### config.mk
export PLATFORM = sky130hd
export DESIGN_NAME = mrd_butterfly
export DESIGN_NICKNAME = d
export VERILOG_FILES = /design/src/source/mrd_pkg.sv /design/src/source/mrd_butterfly.sv
export SDC_FILE = /design/constraint.sdc
export NUM_CORES = 1
export LEC_CHECK = 0
export BUFFER_PORTS_ARGS = -buffer_cell sky130_fd_sc_hd__clkbuf_2
export CORE_MARGIN = 3
export CORE_UTILIZATION = 25
export DETAILED_ROUTE_END_ITERATION = 12
export GPL_TIMING_DRIVEN = 0
export PLACE_DENSITY = 0.42
export SETUP_SLACK_MARGIN = 0.02
export SYNTH_ARGS = -nofsm -noshare
export SYNTH_HDL_FRONTEND = slang
export SYNTH_SLANG_ARGS = --single-unit
### constraint.sdc
create_clock -name clk -period 10.9 [get_ports clk]
set_input_delay 0.545 -clock clk [delete_from_list [all_inputs] [get_ports clk]]
set_output_delay 0.545 -clock clk [all_outputs]
set_load 0.05 [all_outputs]
### src/source/mrd_pkg.sv
package mrd_pkg;

	// ----------------------------------------------------------
	// Sizes
	// ----------------------------------------------------------
	localparam int N_BANKS = 7;
	localparam int BANK_AW = 6;     // 37 words needed for 256 points
	localparam int MAX_PTS = 256;
	localparam int PTS_W   = 9;
	localparam int IN_W    = 16;
	localparam int DW      = 18;    // Two bits of radix-4 growth
	localparam int MAX_RDX = 4;

	// ----------------------------------------------------------
	// Types
	// ----------------------------------------------------------
	typedef struct packed
	{
		logic signed [DW-1:0] re;
		logic signed [DW-1:0] im;
	} cplx_t;

	typedef enum logic
	{
		RDX2,
		RDX4
	} radix_e;

	typedef enum logic [1:0]
	{
		ST_SINK,
		ST_COMPUTE,
		ST_DRAIN,
		ST_SOURCE
	} ctrl_state_e;

	// One butterfly group, lanes at or above the radix are don't-care
	typedef struct packed
	{
		logic                          valid;
		logic [MAX_RDX-1:0][PTS_W-1:0] idx;
		cplx_t [MAX_RDX-1:0]           data;
	} grp_t;

endpackage
### src/source/mrd_butterfly.sv
module mrd_butterfly
	import mrd_pkg::*;
(
	input  logic   clk,
	input  logic   rst_n,
	input  radix_e radix_i,
	input  grp_t   grp_i,
	output grp_t   grp_o
);

	cplx_t                         x0, x1, x2, x3;
	cplx_t                         a, b, c, d;
	cplx_t [MAX_RDX-1:0]           y;
	logic                          valid_r;
	logic [MAX_RDX-1:0][PTS_W-1:0] idx_r;
	cplx_t [MAX_RDX-1:0]           data_r;

	function automatic cplx_t c_add(cplx_t p, cplx_t q);
		cplx_t s;
		s.re = p.re + q.re;
		s.im = p.im + q.im;
		return s;
	endfunction

	function automatic cplx_t c_sub(cplx_t p, cplx_t q);
		cplx_t s;
		s.re = p.re - q.re;
		s.im = p.im - q.im;
		return s;
	endfunction

	always_comb
	begin
		x0 = grp_i.data[0];
		x1 = grp_i.data[1];
		x2 = grp_i.data[2];
		x3 = grp_i.data[3];
		a  = c_add(x0, x2);
		b  = c_sub(x0, x2);
		c  = c_add(x1, x3);
		d  = c_sub(x1, x3);
		if (radix_i == RDX4)
		begin
			y[0]    = c_add(a, c);
			y[2]    = c_sub(a, c);
			y[1].re = b.re + d.im;   // b - j*d
			y[1].im = b.im - d.re;
			y[3].re = b.re - d.im;   // b + j*d
			y[3].im = b.im + d.re;
		end
		else
		begin
			y[0] = c_add(x0, x1);
			y[1] = c_sub(x0, x1);
			y[2] = x2;   // Unused lanes pass through
			y[3] = x3;
		end
	end

	always_ff @(posedge clk)
	begin
		if (!rst_n)
			valid_r <= 1'b0;
		else
			valid_r <= grp_i.valid;
	end

	// Indices ride along so the write-back lands where the read came from
	always_ff @(posedge clk)
	begin
		idx_r  <= grp_i.idx;
		data_r <= y;
	end

	assign grp_o = '{valid: valid_r, idx: idx_r, data: data_r};

endmodule

==> summary.txt, run 1 <==
Outcome
  – Status: complete, no violations

Floorplanning
  – Die ar.: 84800 um2
  – Starting density of the core: 25.5%
  – I/O pin total: 365
  – Die X: 291 um
  – Die Height: 291 um
  – Number of core rows: 103
  – Area of the core: 79800 um2

STA
  – Hold Fails Final Rpt: 0
  – Crit share post-route: 48.6%
  – RSZ-0062 raised after global routing: no
  – Min Clock Period, post-route: 5300 ps
  – Sum Neg Setup Slack: 0 ps
  – Fmax: 189 MHz
  – Slew Limit Fails: 0
  – Slew @ Worst Pin: 1360 ps
  – Slew headroom: 9.07%
  – Endpoints failing setup: 0

Worst hold path
  – Hold path cells: 1
  – Hold WC Path Type: in2reg

Worst setup path
  – Crit-path max cell delay: 440 ps
  – Kind of critical path: in2reg
  – Critical-path maximum fanout: 9
  – Most Frequent Cell on Critical Path: o21bai_1
  – Arrival time of the worst setup path: 5740 ps
  – CP Cell Sequence: clkbuf_2 > inv_1 > ha_1 > clkbuf_1 > o21bai_1 > a21oi_1 > o21bai_1 > a21oi_1 > o21bai_1 > a211oi_1 > nor2_1 > nor2_1 > xor2_1 > ha_1 > clkbuf_1 > inv_1 > a221oi_1 > o41ai_1 > o31ai_1 > o31ai_1 > a221o_1 > xnor2_1 > mux2_2
  – Slowest CP cell: o31ai_1
  – Setup crit end kind: register
  – CP required: 11330 ps
  – Crit start category: input port

Synth
  – Post-synth EDFFs: 0
  – Register area share after synthesis: 17.8%
  – Net Count, Synth: 3240
  – Predominant post-synthesis flop cell: dfxtp_1
  – Yosys reg bits: 181
  – Mapped Area: 20300 um2
  – Synth warn: 0
  – Syn Area/Cell: 7.55 um2
  – Post-synthesis cell count: 2696
  – Yosys cell types: 79
  – Async S/R FF share, synth: 0%

Clock tree
  – Setup Fix Bufs, Post-CTS: 0
  – Hold_buf cts: 0
  – # resized after CTS: 0
  – H-tree depth: 4
  – Worst-case clock buffer depth: 2
  – Sink Count: 181
  – Root Driver: clkbuf_16
  – Clock buffer count from CTS: 17
  – Clk slew on worst S/H paths: 80 ps
  – CTS tree: built

Placement
  – Placer Congestion: 0.865
  – Port bufs: 363
  – HPWL after detailed placement: 70.1 mm
  – Placement-stage cell area: 23500 um2

Drt
  – DR DRC count: 0
  – Initial DRT Pass Iterations: 5
  – First DRT Iteration DRCs: 975
  – Vias: 19400
  – Drt total wl: 83.6 mm
  – Routed length per instance: 20.2 um
  – Routed Antenna Nets: 0
  – Drt via density: 4.68

Finish
  – Most frequent cells in the layout: clkbuf_2 (364), ha_1 (340), inv_1 (309)
  – Post-route cell area: 24100 um2
  – Layout area overhead: 18.4%
  – Number of filler cells placed in the layout: 8795
  – Nets: 3623
  – Most common cell after layout, fill and taps aside: clkbuf_2
  – Fraction of layout cells with a size suffix above 1: 13.9%

Global routing
  – Wire length of the first global-routing pass: 120 mm
  – GRT Total Usage: 19.2%
  – Largest net degree at the start of global routing: 20
  – Grt total ovfl: 0
  – Vias in the first global route: 19600
  – Initial antenna violation count: 6

Power and ir drop
  – Peak supply drop: 0.000142 V
  – PwrDens: 210 nW/um2
  – Leak Pwr: 11.5 nW

Flow run
  – Maxcap violations: 0
stage by stage:
stage | power, W | setup slack, ps | std cells | utilization (%) | hold WS [ps]
finish | 0.00507 | 5600 | 4146 | 30.2 | 142
global route | 0.00546 | 5170 | 4144 | 30.2 | 98.9
detailed placement | 0.00444 | 5210 | 4110 | 29.4 | 649
global placement | 0.00445 | 5130 | 4109 | 29.4 | 648
CTS | 0.00513 | 5740 | 4142 | 30.2 | 80.4
floorplan | 0.00350 | 6390 | 2696 | - | 573
synthesized netlist by cell type (all sizes together), types with 33 or more instances:
| master | n | share of area (%) |
|---|---|---|
| dfxtp | 181 | 18 |
| ha | 340 | 21 |
| nand3 | 41 | 1.0 |
| nor2 | 269 | 5.0 |
| nand2b | 49 | 1.5 |
| xnor2 | 218 | 9.4 |
| nor3 | 69 | 1.7 |
| a21o | 33 | 1.2 |
| a21oi | 273 | 6.7 |
| nor2b | 45 | 1.4 |
| nand2 | 119 | 2.2 |
| xor2 | 68 | 2.9 |
| inv | 312 | 5.8 |
| clkbuf | 95 | 1.8 |
| o21bai | 65 | 2.4 |
| o21ai | 178 | 4.4 |
critical path, delay by kind of cell:
| family | cells | cell delay [ps] |
|---|---|---|
| compound gates | 11 | 2760 |
| xor+xnor | 2 | 670 |
| fa+ha+maj | 2 | 440 |
| buf+inv | 5 | 880 |
| mux | 1 | 230 |
| simple gates | 2 | 210 |
registers in the layout, indices dropped and copies added, names as in the netlist:
signal and flops:
valid_r 1, grp_o 180
kinds of logic after synthesis:
logic type               synth area share, %
XOR/XNOR                                12.3
buffers and inverters                   7.83
multiplexers                           0.836
adder cells (fa/ha/maj)                 22.9
AO/OA/AOI/OAI                           22.2
flip-flops                              17.8
AND/OR/NAND/NOR                         16.1
cell type report:
| type | count | area [um2] | area share, % |
|---|---|---|---|
| diodes | 4 | 10.0 | 0.0416 |
| plain buffers | 108 | 415 | 1.72 |
| clock buffers | 18 | 429 | 1.78 |
| clock inverters | 14 | 155 | 0.644 |
| inverters | 314 | 1180 | 4.89 |
| multi-input cells | 2093 | 15100 | 62.8 |
| flip-flops and latches | 181 | 3620 | 15.0 |
| well taps | 1050 | 1310 | 5.45 |
| repair buffers | 364 | 1830 | 7.60 |
final timing paths:
path,startpoint,end,slack (ps)
setup / recovery,grp_i[128],grp_o[107],5600
hold / removal,grp_i[161],grp_o[161],140
power breakdown:
part           internal (W)  leakage (nW)  switching [W]  total [W]
Sequential         0.000890          1.53      0.0000645   0.000954
Combinational       0.00108          9.65        0.00239    0.00347
Clock              0.000306         0.283       0.000335   0.000641
layer usage:
layer | GRT usage, % | share of wire (%)
met2 | 33.4 | 48
met4 | 5.31 | 2.2
met3 | 2.61 | 3.9
met1 | 24.6 | 46
met5 | 0 | 0.028
(Power assumes the default switching activity.)
==> run 2, diff against run 1 <==
ABC_AREA = 1   (was unset)
clock period = 5.17 ns   (was 10.9 ns; I/O delays follow)
==> summary.txt, run 2 <==
Worst setup path
  – Most Frequent Cell on Critical Path: nand2_1
  – Slowest CP cell: dlygate4sd3_1
  – Crit-path max cell delay: 530 ps
  – Crit start category: input port
  – Kind of critical path: in2reg
  – Arrival time of the worst setup path: 5200 ps
  – Critical-path maximum fanout: 9
  – Setup crit end kind: register
  – CP required: 5570 ps

Finish
  – Area of the multi-input gates: 16500 um2
  – Number of filler cells placed in the layout: 10200
  – Max reg flops: 180
  – Layout Cells excl Fill: 5153
  – Final core utilization: 30.3%
  – Post-route cell area: 27300 um2
  – Most common cell after layout, fill and taps aside: nand2_1
  – Most frequent cells in the layout: nand2_1 (693), inv_1 (521), clkbuf_2 (374)
  – Reg area: 3620 um2
  – Fraction of layout cells with a size suffix above 1: 15.6%
  – Layout area overhead: 19.8%
  – Nets: 4507

Global routing
  – Wire length of the first global-routing pass: 157 mm
  – Grt total ovfl: 0
  – Vias in the first global route: 24500
  – GRT Total Usage: 22.9%
  – Largest net degree at the start of global routing: 20
  – Initial antenna violation count: 6

Clock tree
  – CTS tree: built
  – Root Driver: clkbuf_16
  – H-tree depth: 4
  – Setup Fix Bufs, Post-CTS: 0
  – Sink Count: 181
  – Worst-case clock buffer depth: 2
  – Clock buffer count from CTS: 17
  – Clk slew on worst S/H paths: 90 ps

Floorplanning
  – Die ar.: 94700 um2
  – Die X: 308 um
  – Starting density of the core: 25.3%
  – Number of core rows: 110
  – I/O pin total: 365
  – Area of the core: 90100 um2
  – Die Height: 308 um

Power and ir drop
  – Peak supply drop: 0.000306 V
  – Leak Pwr: 14.5 nW
  – PwrDens: 416 nW/um2

Drt
  – Vias: 24500
  – Drt via density: 4.76
  – First DRT Iteration DRCs: 1337
  – Drt total wl: 111 mm
  – Routed Antenna Nets: 0
  – DR DRC count: 0
  – Initial DRT Pass Iterations: 7
  – Routed length per instance: 21.6 um

Synth
  – Most common library cells after synthesis: nand2_1 (693), inv_1 (521), ha_1 (340), a21oi_1 (305), nor2_1 (275)
  – Net Count, Synth: 4066
  – Predominant post-synthesis flop cell: dfxtp_1
  – Mapped Area: 22800 um2
  – Async S/R FF share, synth: 0%
  – Post-synth EDFFs: 0
  – Register area share after synthesis: 15.9%
  – Synth warn: 0
  – Post-synthesis cell count: 3522
  – Yosys top cell by area: ha_1
  – Syn Area/Cell: 6.46 um2
  – Yosys cell types: 58
  – Yosys reg bits: 181
  – Most common cell in the netlist: nand2_1
  – Synth top area share: 18.7%
  – Largest cells by area after synthesis: ha_1 (19%), dfxtp_1 (16%), nand2_1 (11%)

STA
  – Sum Neg Setup Slack: 0 ps
  – Slew @ Worst Pin: 1420 ps
  – Hold Fails Final Rpt: 0
  – Slew headroom: 5.11%
  – Fmax: 208 MHz
  – Slew Limit Fails: 0
  – Endpoints failing setup: 0
  – Min Clock Period, post-route: 4810 ps
  – RSZ-0062 raised after global routing: no
  – Setup slack after layout: 361 ps
  – Crit share post-route: 93.0%

Placement
  – Placement-stage cell area: 26100 um2
  – Placer Congestion: 0.922
  – Cells after DPL: 5062
  – Setup slack at placement: 386 ps
  – HPWL after detailed placement: 93.6 mm
  – Port bufs: 364

Flow run
  – Maxcap violations: 0

Worst hold path
  – Hold WC Path Type: in2reg

Outcome
  – Status: complete, no violations
run 2: cell types whose count changed in the layout (fill, tap and decap cells not counted), moves of 53 or more:
| cell | before | now |
|---|---|---|
| buf_2 | 4 | 57 |
| xnor2_1 | 217 | 12 |
| xor2_1 | 68 | 156 |
| nand2_1 | 119 | 693 |
| dlygate4sd3_1 | 0 | 58 |
| inv_1 | 309 | 521 |
| o21ai_0 | 144 | 199 |
| nand3_1 | 41 | 207 |
| clkbuf_1 | 95 | 27 |
run 2: final timing paths:
check                 startpoint          to  cells after the start  slack (ps)
worst min-delay path  grp_i[123]  grp_o[123]                      3          30
worst max-delay path   grp_i[90]   grp_o[71]                     27         360
run 2: stage by stage:
stage                     hold WS, ps  power [W]
after detailed placement          362    0.00980
after global routing             27.1     0.0122
final                            32.0     0.0114
after CTS                        9.19     0.0114
after floorplan                   286    0.00738
after global placement            361    0.00984
run 2: timing repair:
item,4_1_cts,5_1_grt
resized for setup,0,0
hold endpoints to repair,57,0
hold buffers,58,0
run 2: critical path: cells and delay by family:
kind | cells | cell delay (ps)
simple gates | 10 | 1090
fa+ha+maj | 3 | 970
buf+inv | 6 | 1220
compound gates | 8 | 1660
run 2: power breakdown:
part | internal (W) | switching, W
combinational | 0.00209 | 0.00586
sequential | 0.00182 | 0.000122
clock | 0.000743 | 0.000731
run 2: layout make-up:
| class | instances | share of cell area (%) |
|---|---|---|
| antenna | 1 | 0.00917 |
| inverter | 567 | 7.80 |
| sequential | 181 | 13.3 |
| tap | 1176 | 5.39 |
| timing repair buffer | 422 | 8.81 |
| multi-input combinational | 2665 | 60.4 |
| clock buffer | 17 | 1.56 |
| clock inverter | 15 | 0.771 |
| buffer | 109 | 2.01 |
run 2: routing by layer:
metal	part of all wire [%]	vias up	track usage (%)
li1	-	12400	-
met4	2.6	0	6.60
met1	43	11400	28.3
met2	49	666	41.3
met5	0	-	0
met3	4.7	112	2.89
run 2: logic make-up (layout without fill, tap and decap cells):
group	Yosys count	after routing	synth area share (%)
DFF	181	181	15.9
and+or+nand+nor	1343	1343	25.1
xor gates and xnor gates	168	168	6.46
muxes	1	1	0.0440
other	0	1	0
buffers and inverters	676	1130	11.7
AOI/OAI and AO/OA	793	793	20.3
adders and majority gates	360	360	20.4
