File: config.mk
export PLATFORM = sky130hd
export DESIGN_NAME = mrd_group_addr_gen
export DESIGN_NICKNAME = d
export VERILOG_FILES = /design/src/source/mrd_pkg.sv /design/src/source/mrd_group_addr_gen.sv
export SDC_FILE = /design/constraint.sdc
export NUM_CORES = 1
export LEC_CHECK = 0
export ABC_CLOCK_PERIOD_IN_PS = 7500
export BUFFER_PORTS_ARGS = -buffer_cell sky130_fd_sc_hd__buf_4
export CAP_MARGIN = 30
export CORE_ASPECT_RATIO = 1.75
export CORE_MARGIN = 2
export CORE_UTILIZATION = 40
export DETAILED_ROUTE_END_ITERATION = 6
export GPL_TIMING_DRIVEN = 0
export PLACE_DENSITY = 0.76
export SYNTH_ARGS = -nofsm -noshare
export SYNTH_HDL_FRONTEND = slang
export SYNTH_SLANG_ARGS = --single-unit
File: constraint.sdc
create_clock -name clk -period 7.5 [get_ports clk]
set_input_delay 0.375 -clock clk [delete_from_list [all_inputs] [get_ports clk]]
set_output_delay 0.375 -clock clk [all_outputs]
set_load 0.05 [all_outputs]
File: src/source/mrd_pkg.sv
package mrd_pkg;

	// ----------------------------------------------------------
	// Sizes
	// ----------------------------------------------------------
	localparam int N_BANKS = 7;
	localparam int BANK_AW = 6;     // 37 words needed for 256 points
	localparam int MAX_PTS = 256;
	localparam int PTS_W   = 9;
	localparam int IN_W    = 16;
	localparam int DW      = 18;    // Two bits of radix-4 growth
	localparam int MAX_RDX = 4;

	// ----------------------------------------------------------
	// Types
	// ----------------------------------------------------------
	typedef struct packed
	{
		logic signed [DW-1:0] re;
		logic signed [DW-1:0] im;
	} cplx_t;

	typedef enum logic
	{
		RDX2,
		RDX4
	} radix_e;

	typedef enum logic [1:0]
	{
		ST_SINK,
		ST_COMPUTE,
		ST_DRAIN,
		ST_SOURCE
	} ctrl_state_e;

	// One butterfly group, lanes at or above the radix are don't-care
	typedef struct packed
	{
		logic                          valid;
		logic [MAX_RDX-1:0][PTS_W-1:0] idx;
		cplx_t [MAX_RDX-1:0]           data;
	} grp_t;

endpackage
File: src/source/mrd_group_addr_gen.sv
module mrd_group_addr_gen
	import mrd_pkg::*;
(
	input  logic             clk,
	input  logic             rst_n,
	input  logic             start_i,
	input  logic [PTS_W-1:0] pts_i,
	input  radix_e           radix_i,
	output grp_t             req_o,
	output logic             done_o
);

	logic [PTS_W-1:0] grp_cnt;
	logic [PTS_W-1:0] stride;
	logic             active;

	assign stride = (radix_i == RDX4) ? (pts_i >> 2) : (pts_i >> 1);   // M = N / R

	always_ff @(posedge clk)
	begin
		if (!rst_n)
		begin
			active  <= 1'b0;
			grp_cnt <= '0;
			done_o  <= 1'b0;
		end
		else
		begin
			done_o <= 1'b0;
			if (start_i)
			begin
				active  <= 1'b1;
				grp_cnt <= '0;
			end
			else if (active)
			begin
				if (grp_cnt == stride - 1'b1)
				begin
					active <= 1'b0;
					done_o <= 1'b1;   // One cycle after the last group
				end
				else
					grp_cnt <= grp_cnt + 1'b1;
			end
		end
	end

	// Lane r reads sample g + r*M
	always_comb
	begin
		req_o.valid = active;
		req_o.data  = '0;
		for (int r = 0; r < MAX_RDX; r++)
			req_o.idx[r] = grp_cnt + PTS_W'(r) * stride;
	end

	// Highest active lane of every group stays inside the frame
	a_idx_range: assert property (@(posedge clk) disable iff (!rst_n)
		req_o.valid |-> (req_o.idx[1] < pts_i) && (radix_i == RDX2 || req_o.idx[3] < pts_i));

endmodule

==> results.md, run 1 <==
- Number of synthesized flops with an enable pin: 0
- Post-synthesis cell type count: 41
- CP Launch Type: primary input
- Max-slew violation count: 0
- Non-filler instance count after layout: 645
- Routed WL: 6562 um
- Initial antenna violation count: 0
- Setup CP Type: in -> out
- CTS Buffer Depth: 2
- WL/cell: 10.17 um
- CP required: slightly above 7 ns
- Critical Path Fanout Max: 8
- Post-synth top area cell: buf_4
- ANT nets after route: 0
- Max Cap Viol: 0
- Diode count: 0
- Yosys top cell area share: 0.3646
- Rel. slew slack: 0.5624
- Drt drc: 0
- Share of flip-flops with an asynchronous set or reset: 0
- Core area: 7462 um^2
- Largest net degree at the start of global routing: 12
- Clock-pin slew on the worst setup and hold paths: around 0.040 ns
- TritonCTS clock tree: done
- Hold_ws: 0.4135 ns
- Placed cell count: 641
- Die width: 69.76 um
- Tmin final: 3.822 ns
- Gpl congestion: about 0.84
- Min-Delay Path Class: in -> reg
- Pleak: about 2.5 nW
- Setup-failing EPs final: 0
- GRT Overall Usage: 0.1498
- Num CTS Buffers: 3
- Sequential share of the synthesized area: 0.07276
- CP Capture Type: primary output
- Net switching power: between 0.3 and 0.4 mW
- Clock Sinks: 11
- Max Freq: 0.2617 GHz
- Setup_tns: 0 ns
- Nets: 614
- Ratio of cells with drive above 1 in the final layout: 0.3716
- Seq pwr share: 0.101
- Sw frac: 0.5703
- Largest cells by area after synthesis: buf_4, ha_1, dfxtp_1, xnor2_1, fa_1
- Die height: 119.1 um
- Post-CTS setup buffers: 0
- Syn Area/Cell: 8.361 um^2
- Least-Margin Pin Slew: 0.6381 ns
- Via count: 2551
- Critical path data arrival time: approximately 3.5 ns
- Setup slack after layout: 3.678 ns
- Row count: between 40 and 50
- Mapped Area: 3027 um^2
- Hpwl dp: 6006 um
- Count leader, synth: buf_4
- Max rail drop VDD: 0.09922 mV
- Warning count from the yosys run: 0
- Initial drt markers: 67
- Ys flop type: dfxtp_1
- Synthesized instance count: between 300 and 400
- Die area: roughly 8300 um^2
- Worst-skew pair later-pin latency: 0.24 ns
- RSZ-0062 raised after global routing: no
- Combinational power share: 0.736
- Vias in the first global route: roughly 2400
- First-pass GRT wire length: 10330 um
- Root Buffer: clkbuf_16
- Flops & latches, synth: 11
- Initial core utilization: 0.4056
- Power density over the cells: between 100 and 150 nW/um^2
- CTS H-tree lvls: 1
- Run status: finished clean
- Area Growth Syn to Fin: 35.88%
- Total grt overflow: 0
- Worst Clk Skew: 0.0007571 ns
- CTS-repair resized insts: 0
- Drt first pass iters: 4
- P_int: 0.2583 mW
- Top-Level Pins: between 150 and 200
- Pre-CTS WS: 3.674 ns
- Port buffer count: between 40 and 50
- Period utilization: 0.5096
- Clock power share: 0.162
- Post-synth top cells: buf_4, ha_1, inv_1, xnor2_1, a21oi_1
- Final hold violations: 0
- Vias/cell: roughly 4.0
- Hold Buf Count CTS: 0
-- worst max-delay path: stages --
cell,delay [ns]
buf_6,0.13
mux2i_1,0.54
inv_1,0.25
fa_1,0.59
ha_1,0.18
inv_1,0.06
fa_1,0.40
inv_1,0.07
a21oi_1,0.06
o21bai_1,0.20
a21o_1,0.14
a21oi_1,0.07
xnor2_1,0.15
buf_4,0.22
-- cells by family after synthesis --
logic type	share of synthesized area
fa+ha+maj	0.2026
simple gates	0.06821
mux	0.03390
compound gates	0.1091
buf+inv	0.4068
other cells	0.001239
xor+xnor	0.1054
flops	0.07276
-- sequential cells by signal, summed over array words and instances (netlist names) --
signal and count:
active 1, grp_cnt 9, done_o 1
-- power groups by stage --
stage	combinational (mW)	clock, mW	sequential, mW
2_1_floorplan	0.381	0	0.0628
3_3_place_gp	0.436	0	0.0621
3_5_place_dp	0.440	0	0.0620
4_1_cts	0.440	0.0974	0.0611
5_1_grt	0.466	0.102	0.0612
6_report	0.443	0.0976	0.0610
-- routing by layer --
metal  wire, um  GRT usage  vias to the layer above
met5          0          0                        -
met4        157    0.04567                        0
met3        838    0.04230                       14
met2       3498     0.3041                      177
met1       2068     0.1392                     1074
li1           -          -                     1286
-- metrics by stage --
stage | util | cell area, um^2 | power (mW)
finish | 0.5511 | 4113 | 0.6011
detailed placement | 0.5406 | 4034 | 0.5018
CTS | 0.5511 | 4113 | 0.5989
global route | 0.5511 | 4113 | 0.6292
floorplan | - | 3563 | 0.4438
global placement | 0.5406 | 4034 | 0.4983
-- cells in the final DEF, fill, tap and decap left out, types with 2 or more instances in the layout --
cell	netlist	final
a211oi_1	2	2
a21boi_0	2	2
a21o_1	6	6
a21oi_1	20	20
buf_4	147	195
buf_6	2	2
clkbuf_16	0	3
conb_1	1	144
dfxtp_1	11	11
fa_1	10	10
ha_1	33	33
inv_1	28	28
mux2i_1	8	8
nand2_1	10	10
nand2b_1	2	2
nand3_1	3	3
nand4_1	4	4
nor2_1	3	3
nor2b_1	4	4
nor4_1	2	2
o21ai_0	6	6
o21bai_1	6	6
o31ai_1	2	2
or4_1	2	2
xnor2_1	25	25
xor2_1	7	7
-- layout make-up --
| cell class | count | area [um^2] |
|---|---|---|
| fill | 682 | 3349 |
| inverter | 28 | 105.1 |
| timing repair buffer | 48 | 360.3 |
| clock buffer | 4 | 78.83 |
| tap | 88 | 110.1 |
| buffer | 149 | 1126 |
| sequential | 11 | 220.2 |
| multi-input combinational | 317 | 2112 |
-- final timing paths --
kind | startpoint | endpoint | slack, ns | cells past startpoint
worst max-delay path | radix_i | req_o[178] | 3.68 | 14
worst min-delay path | rst_n | active$_SDFF_PN0_ | 0.41 | 2
worst max register to register | grp_cnt[1]$_SDFFE_PP0P_ | grp_cnt[2]$_SDFFE_PP0P_ | 5.09 | 7
worst min register to register | active$_SDFF_PN0_ | done_o$_SDFF_PP0_ | 0.59 | 2
No activity file was read; power rests on OpenSTA's default activity.
==> inputs of run 2 (changes only) <==
ABC_AREA = 1   (was unset)
ABC_CLOCK_PERIOD_IN_PS = 3900   (was 7500)
PLACE_DENSITY = 0.75   (was 0.76)
clock period = 3.9 ns   (was 7.5 ns; I/O delays follow)
==> run 2 against run 1 <==
Sequential cell count unchanged. Count of clock-buffer cells in the layout is the same. Clock power is 92% higher. Critical path type unchanged. Largest cell class unchanged.
==> results.md, run 2 <==
- Vias/cell: 4.011
- Least-Margin Pin Slew: around 0.6 ns
- Core area: roughly 7900 um^2
- Tmin final: 3.466 ns
- Ys flop type: dfxtp_1
- Crit path largest cell delay: 0.59 ns
- P_int: 0.4924 mW
- Mapped Area: 3268 um^2
- Die height: 123.6 um
- Setup CP Type: in -> out
- Period utilization: 0.8887
- CTS H-tree lvls: 1
- Setup_tns: 0 ns
- Clock Sinks: 11
- Via count: just over 3000
- Max reg flops: 9
- Initial core utilization: 0.4132
- Largest net degree at the start of global routing: 12
- Critical Path Source: radix_i
- Clock power share: 0.159
- Drt drc: 0
- Crit path max-delay family: adder cells
- Port buffer count: 48
- Post-synth top cells: buf_4, nand2_1, inv_1, ha_1, a21oi_1
- Diode count: 0
- Post-synth top area cell: buf_4
- Top Registers: grp_cnt (9), active (1), done_o (1)
- Seq pwr share: 0.099
- Power density over the cells: between 200 and 300 nW/um^2
- Area Growth Syn to Fin: 33.31%
- Combinational power share: 0.743
- Routed WL: around 7600 um
- Most common cell after layout, fill and taps aside: buf_4
- Placed cell count: 751
- Ratio of cells with drive above 1 in the final layout: 0.3293
- Post-synthesis cell type count: 27
- Initial antenna violation count: 0
- Root Buffer: clkbuf_16
- Gpl congestion: 0.9333
- Pre-CTS WS: between 0.09 and 0.1 ns
- FF/Latch Area: 220.2 um^2
- Num CTS Buffers: 3
- Die area: 8938 um^2
- Drt first pass iters: 6
- GRT Overall Usage: 0.1632
- RSZ-0062 raised after global routing: no
- CTS Buffer Depth: 2
- ANT nets after route: 0
- Syn Area/Cell: a little under 7 um^2
- Row count: 43
- Clock-pin slew on the worst setup and hold paths: around 0.04 ns
- First-pass GRT wire length: 11840 um
- Hold Crit Start: rst_n
- Sequential share of the synthesized area: 0.06738
- RR Startpoint: grp_cnt[1]$_SDFFE_PP0P_
- Most frequent cells in the layout: buf_4, conb_1, nand2_1
- CP required: 3.70 ns
- Critical path data arrival time: 3.27 ns
- Placed cell area: 4278 um^2
- Hold Buf Count CTS: 0
- Number of synthesized flops with an enable pin: 0
- Critical Path Fanout Max: 9
- Net switching power: ~0.68 mW
- Non-filler instance count after layout: 755
- Fin area: approximately 4400 um^2
- FILL cells: 761
- Min-Delay Path Class: in -> reg
- Count leader, synth: buf_4
- Max Freq: 0.2885 GHz
- Worst-skew pair later-pin latency: 0.24 ns
- Flops & latches, synth: 11
- Max-slew violation count: 0
- TritonCTS clock tree: done
- Max Cap Viol: 0
- Final hold violations: 0
- Sw frac: 0.5816
- Final Total Pwr: 1.177 mW
- Nets: 722
- Cells along the critical path: buf_6, o21ai_1, inv_1, fa_1, ha_1, inv_1, fa_1, o21ai_0, a21oi_1, nor2_1, nor2_1, xnor2_1, buf_4
- Setup slack after layout: about 0.43 ns
- Share of flip-flops with an asynchronous set or reset: 0
- Largest Register: grp_cnt
- Max rail drop VDD: 0.2400 mV
- CP Launch Type: primary input
- Die width: 72.33 um
- Pleak: 2.656 nW
- Synthesized instance count: 470
- Yosys top cell area share: 0.3377
- Run status: finished clean
- Post-CTS setup buffers: 0
- Multi-input gate area: 2248 um^2
- Top-Level Pins: roughly 200
- Largest cells by area after synthesis: buf_4, ha_1, nand2_1, dfxtp_1, fa_1
- Total grt overflow: 0
- WL/cell: 10.12 um
- Vias in the first global route: 2719
- Warning count from the yosys run: 0
- CP Capture Type: primary output
- Worst Clk Skew: 0.001366 ns
- Initial drt markers: 72
- Setup-failing EPs final: 0
- Rel. slew slack: 0.5977
- Hpwl dp: 6893 um
- Crit path buf inv count: 4
- Worst path slowest cell: fa_1
## run 2: changes by cell type after synthesis, moves of 8 or more
cell / change
a21oi_1: +10
inv_1: +20
mux2i_1: -8
nand2_1: +63
nand2_2: +11
nand3_1: +20
nor2_1: +19
xnor2_1: -17
xor2_1: +8
## run 2: final cells by class
cell class | instances | area share
multi-input cells | 399 | 0.5161
plain buffers | 150 | 0.2593
repair buffers | 48 | 0.08271
flip-flops and latches | 11 | 0.05055
inverters | 53 | 0.04739
well taps | 90 | 0.02585
clock buffers | 4 | 0.01809
## run 2: power by group through the flow
stage | logic [mW] | registers [mW] | clock network (mW)
6_report | 0.874 | 0.116 | 0.187
5_1_grt | 0.927 | 0.116 | 0.196
4_1_cts | 0.868 | 0.116 | 0.189
3_5_place_dp | 0.867 | 0.118 | 0
3_3_place_gp | 0.859 | 0.118 | 0
2_1_floorplan | 0.745 | 0.119 | 0
## run 2: final timing paths
check | to | slack, ns | cells after the start
worst max-delay path | req_o[178] | 0.43 | 13
worst min-delay path | active$_SDFF_PN0_ | 0.20 | 3
worst max register to register | grp_cnt[4]$_SDFFE_PP0P_ | 1.86 | 11
worst min register to register | grp_cnt[7]$_SDFFE_PP0P_ | 0.58 | 2
## run 2: per-layer routing
layer / share of wire / GRT usage
met5: 0 / 0
met3: 0.11 / 0.03398
met4: 0.034 / 0.07547
met1: 0.32 / 0.1453
met2: 0.53 / 0.3331
## run 2: metrics by stage
stage / util / hold WS [ns]
floorplan: - / 0.3255
global placement: 0.5409 / 0.4390
detailed placement: 0.5409 / 0.4440
CTS: 0.5509 / 0.1977
global route: 0.5509 / 0.2206
finish: 0.5509 / 0.1959
## run 2: tightest hold or removal path, stage by stage
cell     delay [ns]
buf_4          0.07
inv_1          0.03
a21oi_1        0.09
## run 2: kinds of logic after synthesis
family	Yosys count	synth area share
and+or+nand+nor	149	0.2079
xor gates and xnor gates	23	0.06164
adders and majority gates	43	0.1876
DFF	11	0.06738
AOI/OAI and AO/OA	40	0.06547
other	1	0.001147
buffers and inverters	203	0.4089
## run 2: what timing repair did
item                       in CTS  in global routing
gates resized for setup         0                  1
setup endpoints to repair       0                  1
hold endpoints to repair        0                  0
