## config.mk

```make
export PLATFORM = sky130hd
export DESIGN_NAME = mrd_ctrl
export DESIGN_NICKNAME = d
export VERILOG_FILES = /design/src/source/mrd_pkg.sv /design/src/source/mrd_ctrl.sv
export SDC_FILE = /design/constraint.sdc
export NUM_CORES = 1
export LEC_CHECK = 0
export ABC_CLOCK_PERIOD_IN_PS = 2000
export CORE_UTILIZATION = 28
export DETAILED_ROUTE_END_ITERATION = 8
export DONT_BUFFER_PORTS = 1
export GPL_TIMING_DRIVEN = 0
export PLACE_DENSITY = 0.52
export SETUP_SLACK_MARGIN = 0.5
export SYNTH_ARGS = -nofsm -noshare
export SYNTH_HDL_FRONTEND = slang
export SYNTH_SLANG_ARGS = --single-unit
```

## constraint.sdc

```tcl
create_clock -name clk -period 2 [get_ports clk]
set_clock_uncertainty 0.1 [all_clocks]
set_input_delay 0 -clock clk [delete_from_list [all_inputs] [get_ports clk]]
set_output_delay 0 -clock clk [all_outputs]
set_load 0.02 [all_outputs]
```

## src/source/mrd_pkg.sv

```systemverilog
package mrd_pkg;

	// ----------------------------------------------------------
	// Sizes
	// ----------------------------------------------------------
	localparam int N_BANKS = 7;
	localparam int BANK_AW = 6;     // 37 words needed for 256 points
	localparam int MAX_PTS = 256;
	localparam int PTS_W   = 9;
	localparam int IN_W    = 16;
	localparam int DW      = 18;    // Two bits of radix-4 growth
	localparam int MAX_RDX = 4;

	// ----------------------------------------------------------
	// Types
	// ----------------------------------------------------------
	typedef struct packed
	{
		logic signed [DW-1:0] re;
		logic signed [DW-1:0] im;
	} cplx_t;

	typedef enum logic
	{
		RDX2,
		RDX4
	} radix_e;

	typedef enum logic [1:0]
	{
		ST_SINK,
		ST_COMPUTE,
		ST_DRAIN,
		ST_SOURCE
	} ctrl_state_e;

	// One butterfly group, lanes at or above the radix are don't-care
	typedef struct packed
	{
		logic                          valid;
		logic [MAX_RDX-1:0][PTS_W-1:0] idx;
		cplx_t [MAX_RDX-1:0]           data;
	} grp_t;

endpackage
```

## src/source/mrd_ctrl.sv

```systemverilog
module mrd_ctrl
	import mrd_pkg::*;
(
	input  logic             clk,
	input  logic             rst_n,
	input  logic             in_sop_i,
	input  logic             in_eop_i,
	input  logic [PTS_W-1:0] cfg_pts_i,
	input  radix_e           cfg_radix_i,
	input  logic             grp_done_i,
	input  logic             src_done_i,
	output ctrl_state_e      state_o,
	output logic [PTS_W-1:0] pts_o,
	output radix_e           radix_o,
	output logic             grp_start_o,
	output logic             src_start_o,
	output logic             busy_o
);

	logic [1:0]       drain_cnt;
	logic             src_last_r;
	logic [PTS_W-1:0] stride;

	always_ff @(posedge clk)
	begin
		if (!rst_n)
		begin
			state_o     <= ST_SINK;
			drain_cnt   <= '0;
			src_last_r  <= 1'b0;
			grp_start_o <= 1'b0;
			src_start_o <= 1'b0;
			pts_o       <= '0;
			radix_o     <= RDX2;
		end
		else
		begin
			grp_start_o <= 1'b0;
			src_start_o <= 1'b0;
			src_last_r  <= src_done_i;   // Last read leaves the banks next cycle
			case (state_o)
				ST_SINK:
				begin
					if (in_sop_i)
					begin
						pts_o   <= cfg_pts_i;
						radix_o <= cfg_radix_i;
					end
					if (in_eop_i)
					begin
						state_o     <= ST_COMPUTE;
						grp_start_o <= 1'b1;
					end
				end
				ST_COMPUTE:
				begin
					if (grp_done_i)
					begin
						state_o   <= ST_DRAIN;
						drain_cnt <= '0;
					end
				end
				// Three cycles for the last group to reach the banks
				ST_DRAIN:
				begin
					if (drain_cnt == 2'd2)
					begin
						state_o     <= ST_SOURCE;
						src_start_o <= 1'b1;
					end
					else
						drain_cnt <= drain_cnt + 1'b1;
				end
				ST_SOURCE:
				begin
					if (src_last_r)
						state_o <= ST_SINK;
				end
				default: state_o <= ST_SINK;
			endcase
		end
	end

	assign busy_o = (state_o != ST_SINK);
	assign stride = (radix_o == RDX4) ? (pts_o >> 2) : (pts_o >> 1);

	a_sop_in_sink: assert property (@(posedge clk) disable iff (!rst_n)
		in_sop_i |-> state_o == ST_SINK);

	// A stride of 7k would put two lanes in one bank
	a_stride_ok: assert property (@(posedge clk) disable iff (!rst_n)
		state_o == ST_COMPUTE |-> (stride % 7 != 0) && (pts_o <= MAX_PTS));

endmodule

```

==> out/results.ini, run 1 <==
[status]
status=completed

[drt]
dr_total_vias=635
drt-total-wl_mm=1.64
vias_per_cell=4.64
postRouteAntennaNets=0
avgRoutedWirePerCell_um=12.0
drtIter0Drc=4
drc=0
drtPass1Iterations=2

[timing]
tightest_slew_ps=335
final-hold-violation-count=0
maxSlewViolCount=0
min_period_ps=1490
finalSetupViolCount=0
slew_headroom_pct=77.6
rsz0062_at_grt=yes
whs_ps=49.7
post-route-period-util_pct=74.7
fin_tns_setup_ps=0
fmax_ghz=0.669

[floorplanning]
initial_core_util_pct=30.4
die_w_um=54.6
core_area_sq_um=2540
num_io_pins=31
die_h_um=54.6
die_area_sq_um=2980
fp-row-count=18

[clocking]
root_buffer=clkbuf_4
cts_tree=done
clk_path_buf_depth=2
cts_buffers=3
htreeDepth=1
path_clk_slew_ps=110
cts.sinks=17
clk_latency_ps=300

[global_route]
grt_first_pass_wirelength_mm=2.58
grt_usage_pct=12.5
grt_max_degree=12
antenna_found_initial=0
grt_pass1_vias=615
grt-ovfl-total=0

[synth]
synth_edf_count=0
synth_top_family_by_area=simple AND/OR/NAND/NOR gates
yosysTopAreaCell=dfxtp_1
synthAdderAreaFrac_pct=8.09
synth_common_cells=26 x nand2_1, 17 x dfxtp_1, 10 x a21boi_1
ys_dominant_reg_cell=dfxtp_1
synth.area.mux_share_pct=1.29
synth-compound-area-share_pct=18.9
synth_cell_types=21
syn_avg_cell_area_sq_um=8.89
ys_ff_latch=17
syn-instance-count=87
synth.cell_area_sq_um=773
synth_top_area_share_pct=44.0
synthArstFlopShare_pct=0
syn-num-nets=108
synthXorXnorAreaFrac_pct=0
ys_warn_count=0
ys_seq_area_share_pct=44.0
synthSimpleGateAreaFrac_pct=23.0
yosysMostFrequentCell=nand2_1
synthTopCellsByArea=dfxtp_1 44%, nand2_1 13%, a21boi_1 9.7%

[power]
pwr_density_cell_nw_per_um2=1180
switchingPower_w=0.000514
power_frac_seq_pct=45.0
p_int_w=0.000730
p_total_w=0.00124
p_comb_share_pct=39.1
leakage_nw=0.426
peakVddDrop_mv=0.431
power_frac_clock_pct=15.9
netSwitchingFraction_pct=41.3

[final_layout]
drive_gt1_share_pct=19.6
fill_cells=256
syn2layout_area_growth_pct=36.4
layout.nets=129
fin_cells=137
antenna_cells=0

[critical_path]
start_kind=flip-flop
crit_slowest_cell=dfxtp_4
critical_path_class=reg -> reg
path_max_fanout=5
reg2reg_slack_ps=510
critPathTopFamily=flip-flops
path_cells=inv_4 -> ha_4 -> nor2b_4 -> a2111oi_4 -> mux2i_1
max_stage_delay_ps=430
worstPathArrival_ps=1620
critPathBufInv=1
cp_data_required_time_ps=2120
end_kind=flip-flop

[placed_design]
gp_congestion=0.762
portBuffers=0
hpwl_mm=1.15
dp_cells=117

[job]
maxCapViolCount=0

[hold_path]
min_path_type=in -> reg

## cell type report
| class | count | area [sq um] | share of cell area, % |
|---|---|---|---|
| plain buffers | 3 | 17.5 | 1.66 |
| well taps | 30 | 37.5 | 3.56 |
| repair buffers | 16 | 158 | 14.9 |
| flip-flops and latches | 17 | 348 | 33.0 |
| inverters | 5 | 21.3 | 2.02 |
| multi-input cells | 62 | 444 | 42.1 |
| clock inverters | 1 | 6.26 | 0.593 |
| clock buffers | 3 | 22.5 | 2.14 |
## what timing repair did
action	4_1_cts	5_1_grt
setup endpoints to repair	12	10
pin swaps	2	0
gates resized for setup	11	3
buffers inserted	1	0
endpoints found under the hold margin	17	10
hold buffers	14	1
## tightest hold or removal path, delay by kind of cell
family	cells	cell delay [ps]
AND/OR/NAND/NOR	2	200
buffers and inverters	1	160
AO/OA/AOI/OAI	1	50
## flip-flops by register name, summed over array words and instances (netlist names)
register     flops
state_o          2
src_start_o      1
radix_o          1
pts_o            9
drain_cnt        2
grp_start_o      1
src_last_r       1
## power by group through the flow
stage | Combinational, W | Clock, W | Sequential (W)
after floorplan | 0.000341 | 0 | 0.000539
after global placement | 0.000398 | 0 | 0.000553
after detailed placement | 0.000407 | 0 | 0.000556
after CTS | 0.000477 | 0.000209 | 0.000562
after global routing | 0.000549 | 0.000221 | 0.000574
final | 0.000487 | 0.000198 | 0.000560
## metrics by stage
stage | util (%) | cell area [sq um] | worst slack (ps)
2_1_floorplan | - | 778 | 525
3_3_place_gp | 32.1 | 816 | 427
4_1_cts | 40.6 | 1030 | 487
5_1_grt | 41.4 | 1050 | 405
6_report | 41.4 | 1050 | 506
3_5_place_dp | 32.1 | 816 | 413
## cell families (layout without fill, tap and decap cells)
kind of cell / count (synthesis) / count (layout)
AND/OR/NAND/NOR: 39 / 39
AO/OA/AOI/OAI: 17 / 17
flip-flops: 17 / 17
buffers and inverters: 8 / 28
adder cells (fa/ha/maj): 5 / 5
multiplexers: 1 / 1
## layer usage
metal | routed length, um | track usage, % | vias up | part of all wire, %
li1 | - | - | 326 | -
met1 | 671 | 13.2 | 291 | 41
met2 | 886 | 22.8 | 14 | 54
met3 | 57 | 2.22 | 4 | 3.5
met4 | 28 | 7.26 | 0 | 1.7
met5 | 0 | 0 | - | 0
## layout by cell type (no fill, tap or decap)
master         instances
a21oi_1                1
dfxtp_4                2
inv_2                  1
nor2b_1                1
clkbuf_2               1
or2b_1                 1
and3_1                 2
nor2_1                 4
ha_4                   2
inv_1                  3
ha_1                   1
inv_4                  2
a21boi_1              10
and2_1                 3
o41ai_2                1
o21ba_1                1
buf_4                  2
a2111oi_4              1
buf_2                  1
o22ai_1                2
clkbuf_4               3
nand2_1               25
ha_2                   2
a22oi_1                1
dfxtp_1               15
mux2i_1                1
dlygate4sd3_1         15
nand2_2                1
nor2b_4                2
## final timing paths
kind,from,to,cells past startpoint
min reg2reg,drain_cnt[0],drain_cnt[0],2
max reg2reg,state_o[0],state_o[1],5
max,state_o[0],state_o[1],5
min,in_sop_i,pts_o[4],4
Note: power is estimated with default switching activity, not from simulation.
==> inputs of run 2 (changes only) <==
Settings changed: ABC_CLOCK_PERIOD_IN_PS 2000 to 1300, PLACE_DENSITY 0.52 to 0.54.
Clock period 2 ns to 1.3 ns, I/O delays scaled along.
==> out/results.ini, run 2 (synthesis results as in run 1) <==
[status]
status=finished with violations  ; was completed
violations=negative hold slack, negative setup slack

[global_route]
grt_first_pass_wirelength_mm=2.66  ; was 2.58 mm
grt-ovfl-total=0  ; unchanged
grt_pass1_vias=621  ; was 615
antenna_found_initial=0  ; unchanged
grt_max_degree=11  ; was 12
grt_usage_pct=12.8  ; was 12.5%

[clocking]
clk_latency_ps=290  ; was 300 ps
path_clk_slew_ps=100  ; was 110 ps
hold_buffers=12  ; was 14
cts_buffers=3  ; unchanged
root_buffer=clkbuf_4  ; unchanged
cts_tree=done  ; unchanged
htreeDepth=1  ; unchanged
clk_path_buf_depth=2  ; unchanged
cts.sinks=17  ; unchanged

[placed_design]
dp_slack_ps=-238  ; was 413 ps
place_area_sq_um=853  ; was 816 sq um
portBuffers=0  ; unchanged
dp_cells=117  ; unchanged
gp_congestion=0.720  ; was 0.762
hpwl_mm=1.15  ; about the same

[power]
leakage_nw=0.451  ; was 0.426 nW
p_total_w=0.00212  ; was 0.00124 W
p_comb_share_pct=44.9  ; was 39.1%
switchingPower_w=0.000840  ; was 0.000514 W
netSwitchingFraction_pct=39.6  ; was 41.3%
peakVddDrop_mv=1.05  ; was 0.431 mV
pwr_density_cell_nw_per_um2=1850  ; was 1180 nW/um^2
power_frac_clock_pct=13.0  ; was 15.9%
power_frac_seq_pct=42.1  ; was 45.0%
p_int_w=0.00128  ; was 0.000730 W

[critical_path]
cp_data_required_time_ps=1420  ; was 2120 ps
worstPathArrival_ps=1610  ; was 1620 ps
max_stage_delay_ps=430  ; about the same
start_kind=flip-flop  ; unchanged
critPathTopFamily=flip-flops  ; unchanged
path_max_fanout=5  ; unchanged
critPathBufInv=1  ; unchanged
critical_path_class=reg -> reg  ; unchanged
path_cells=inv_4 -> ha_4 -> nor2b_4 -> a2111oi_4 -> mux2i_1  ; unchanged
end_kind=flip-flop  ; unchanged
crit_slowest_cell=dfxtp_4  ; unchanged

[final_layout]
drive_gt1_share_pct=41.0  ; was 19.6%
layout_common_cells=22 x nand2_1, 12 x dlygate4sd3_1, 12 x dfxtp_4, 8 x a21boi_1, 4 x nor2_1  ; was 25 x nand2_1, 15 x dfxtp_1, 15 x dlygate4sd3_1, 10 x a21boi_1, 4 x nor2_1
top_regs=pts_o x9, drain_cnt x2, state_o x2  ; unchanged
fin_area_sq_um=1140  ; was 1050 sq um
multi_input_area_sq_um=487  ; was 444 sq um
largest_register_ffs=9  ; unchanged
final_common_cell=nand2_1  ; unchanged
syn2layout_area_growth_pct=47.9  ; was 36.4%
fill_cells=253  ; was 256
antenna_cells=0  ; unchanged
fin_cells=135  ; was 137
ff_latch_area_sq_um=388  ; was 348 sq um
top_register=pts_o  ; unchanged
layout.nets=127  ; was 129

[timing]
fmax_ghz=0.672  ; was 0.669 GHz
min_period_ps=1490  ; about the same
finalSetupViolCount=14  ; was 0
post-route-period-util_pct=114  ; was 74.7%
fin_tns_setup_ps=-765  ; was 0 ps
slew_headroom_pct=80.3  ; was 77.6%
final-hold-violation-count=14  ; was 0
fin_ws_ps=-188  ; was 506 ps
maxSlewViolCount=0  ; unchanged
whs_ps=-92.8  ; was 49.7 ps
tightest_slew_ps=294  ; was 335 ps
rsz0062_at_grt=yes  ; unchanged

[floorplanning]
die_w_um=54.6  ; unchanged
initial_core_util_pct=30.4  ; unchanged
num_io_pins=31  ; unchanged
die_h_um=54.6  ; unchanged
die_area_sq_um=2980  ; unchanged
fp-row-count=18  ; unchanged
core_area_sq_um=2540  ; unchanged

[drt]
dr_total_vias=634  ; was 635
drt-total-wl_mm=1.69  ; was 1.64 mm
vias_per_cell=4.70  ; was 4.64
drtPass1Iterations=4  ; was 2
avgRoutedWirePerCell_um=12.5  ; was 12.0 um
drc=0  ; unchanged
drtIter0Drc=9  ; was 4
postRouteAntennaNets=0  ; unchanged

[hold_path]
min_path_type=in -> reg  ; unchanged

[job]
maxCapViolCount=0  ; unchanged

run 2: cell count changes in the layout (fill, tap and decap cells not counted), moves of 2 or more:
| cell | before | now |
|---|---|---|
| inv_1 | 3 | 1 |
| a21boi_1 | 10 | 8 |
| nand2_4 | 0 | 2 |
| a21boi_2 | 0 | 2 |
| dfxtp_4 | 2 | 12 |
| dfxtp_1 | 15 | 3 |
| nand2_1 | 25 | 22 |
| dfxtp_2 | 0 | 2 |
| dlygate4sd3_1 | 15 | 12 |
run 2: layer usage:
layer | vias up | routed length (um) | track usage [%]
li1 | 326 | - | -
met1 | 285 | 724 | 13.4
met5 | - | 0 | 0
met4 | 0 | 19 | 3.85
met3 | 2 | 84 | 4.44
met2 | 21 | 863 | 23.6
run 2: final cells by class:
type	count	area share [%]
multi-input combinational	62	42.6
tap	30	3.28
inverter	5	2.30
clock inverter	1	0.438
clock buffer	3	1.97
buffer	3	2.19
timing repair buffer	14	13.3
sequential	17	33.9
run 2: power groups by stage:
stage	logic (W)	registers [W]	clock network (W)
finish	0.000953	0.000893	0.000275
global route	0.00105	0.000914	0.000314
CTS	0.000760	0.000889	0.000295
detailed placement	0.000685	0.000877	0
global placement	0.000669	0.000873	0
floorplan	0.000574	0.000852	0
run 2: worst min-delay path, delay by kind of cell:
| kind | cells | cell delay (ps) |
|---|---|---|
| simple gates | 2 | 220 |
| compound gates | 1 | 40 |
run 2: worst paths after layout:
kind / startpoint / endpoint / slack [ps] / depth (start not counted)
setup / recovery: state_o[0] / state_o[1] / -190 / 5
setup reg to reg: state_o[0] / state_o[1] / -190 / 5
hold reg to reg: pts_o[2] / pts_o[2] / 410 / 2
hold / removal: in_sop_i / pts_o[2] / -90 / 3
run 2: per-stage QoR:
step | utilization, % | hold slack, ps
detailed placement | 33.5 | 33.3
CTS | 41.4 | -98.6
floorplan | - | 27.3
global route | 44.9 | -80.7
global placement | 33.5 | 30.6
finish | 44.9 | -92.8
run 2: timing repair:
action,4_1_cts,5_1_grt
buffers inserted,1,0
setup endpoints to repair,31,29
endpoints found under the hold margin,16,16
pin swaps,1,8
resized for setup,23,18
gates cloned,0,1
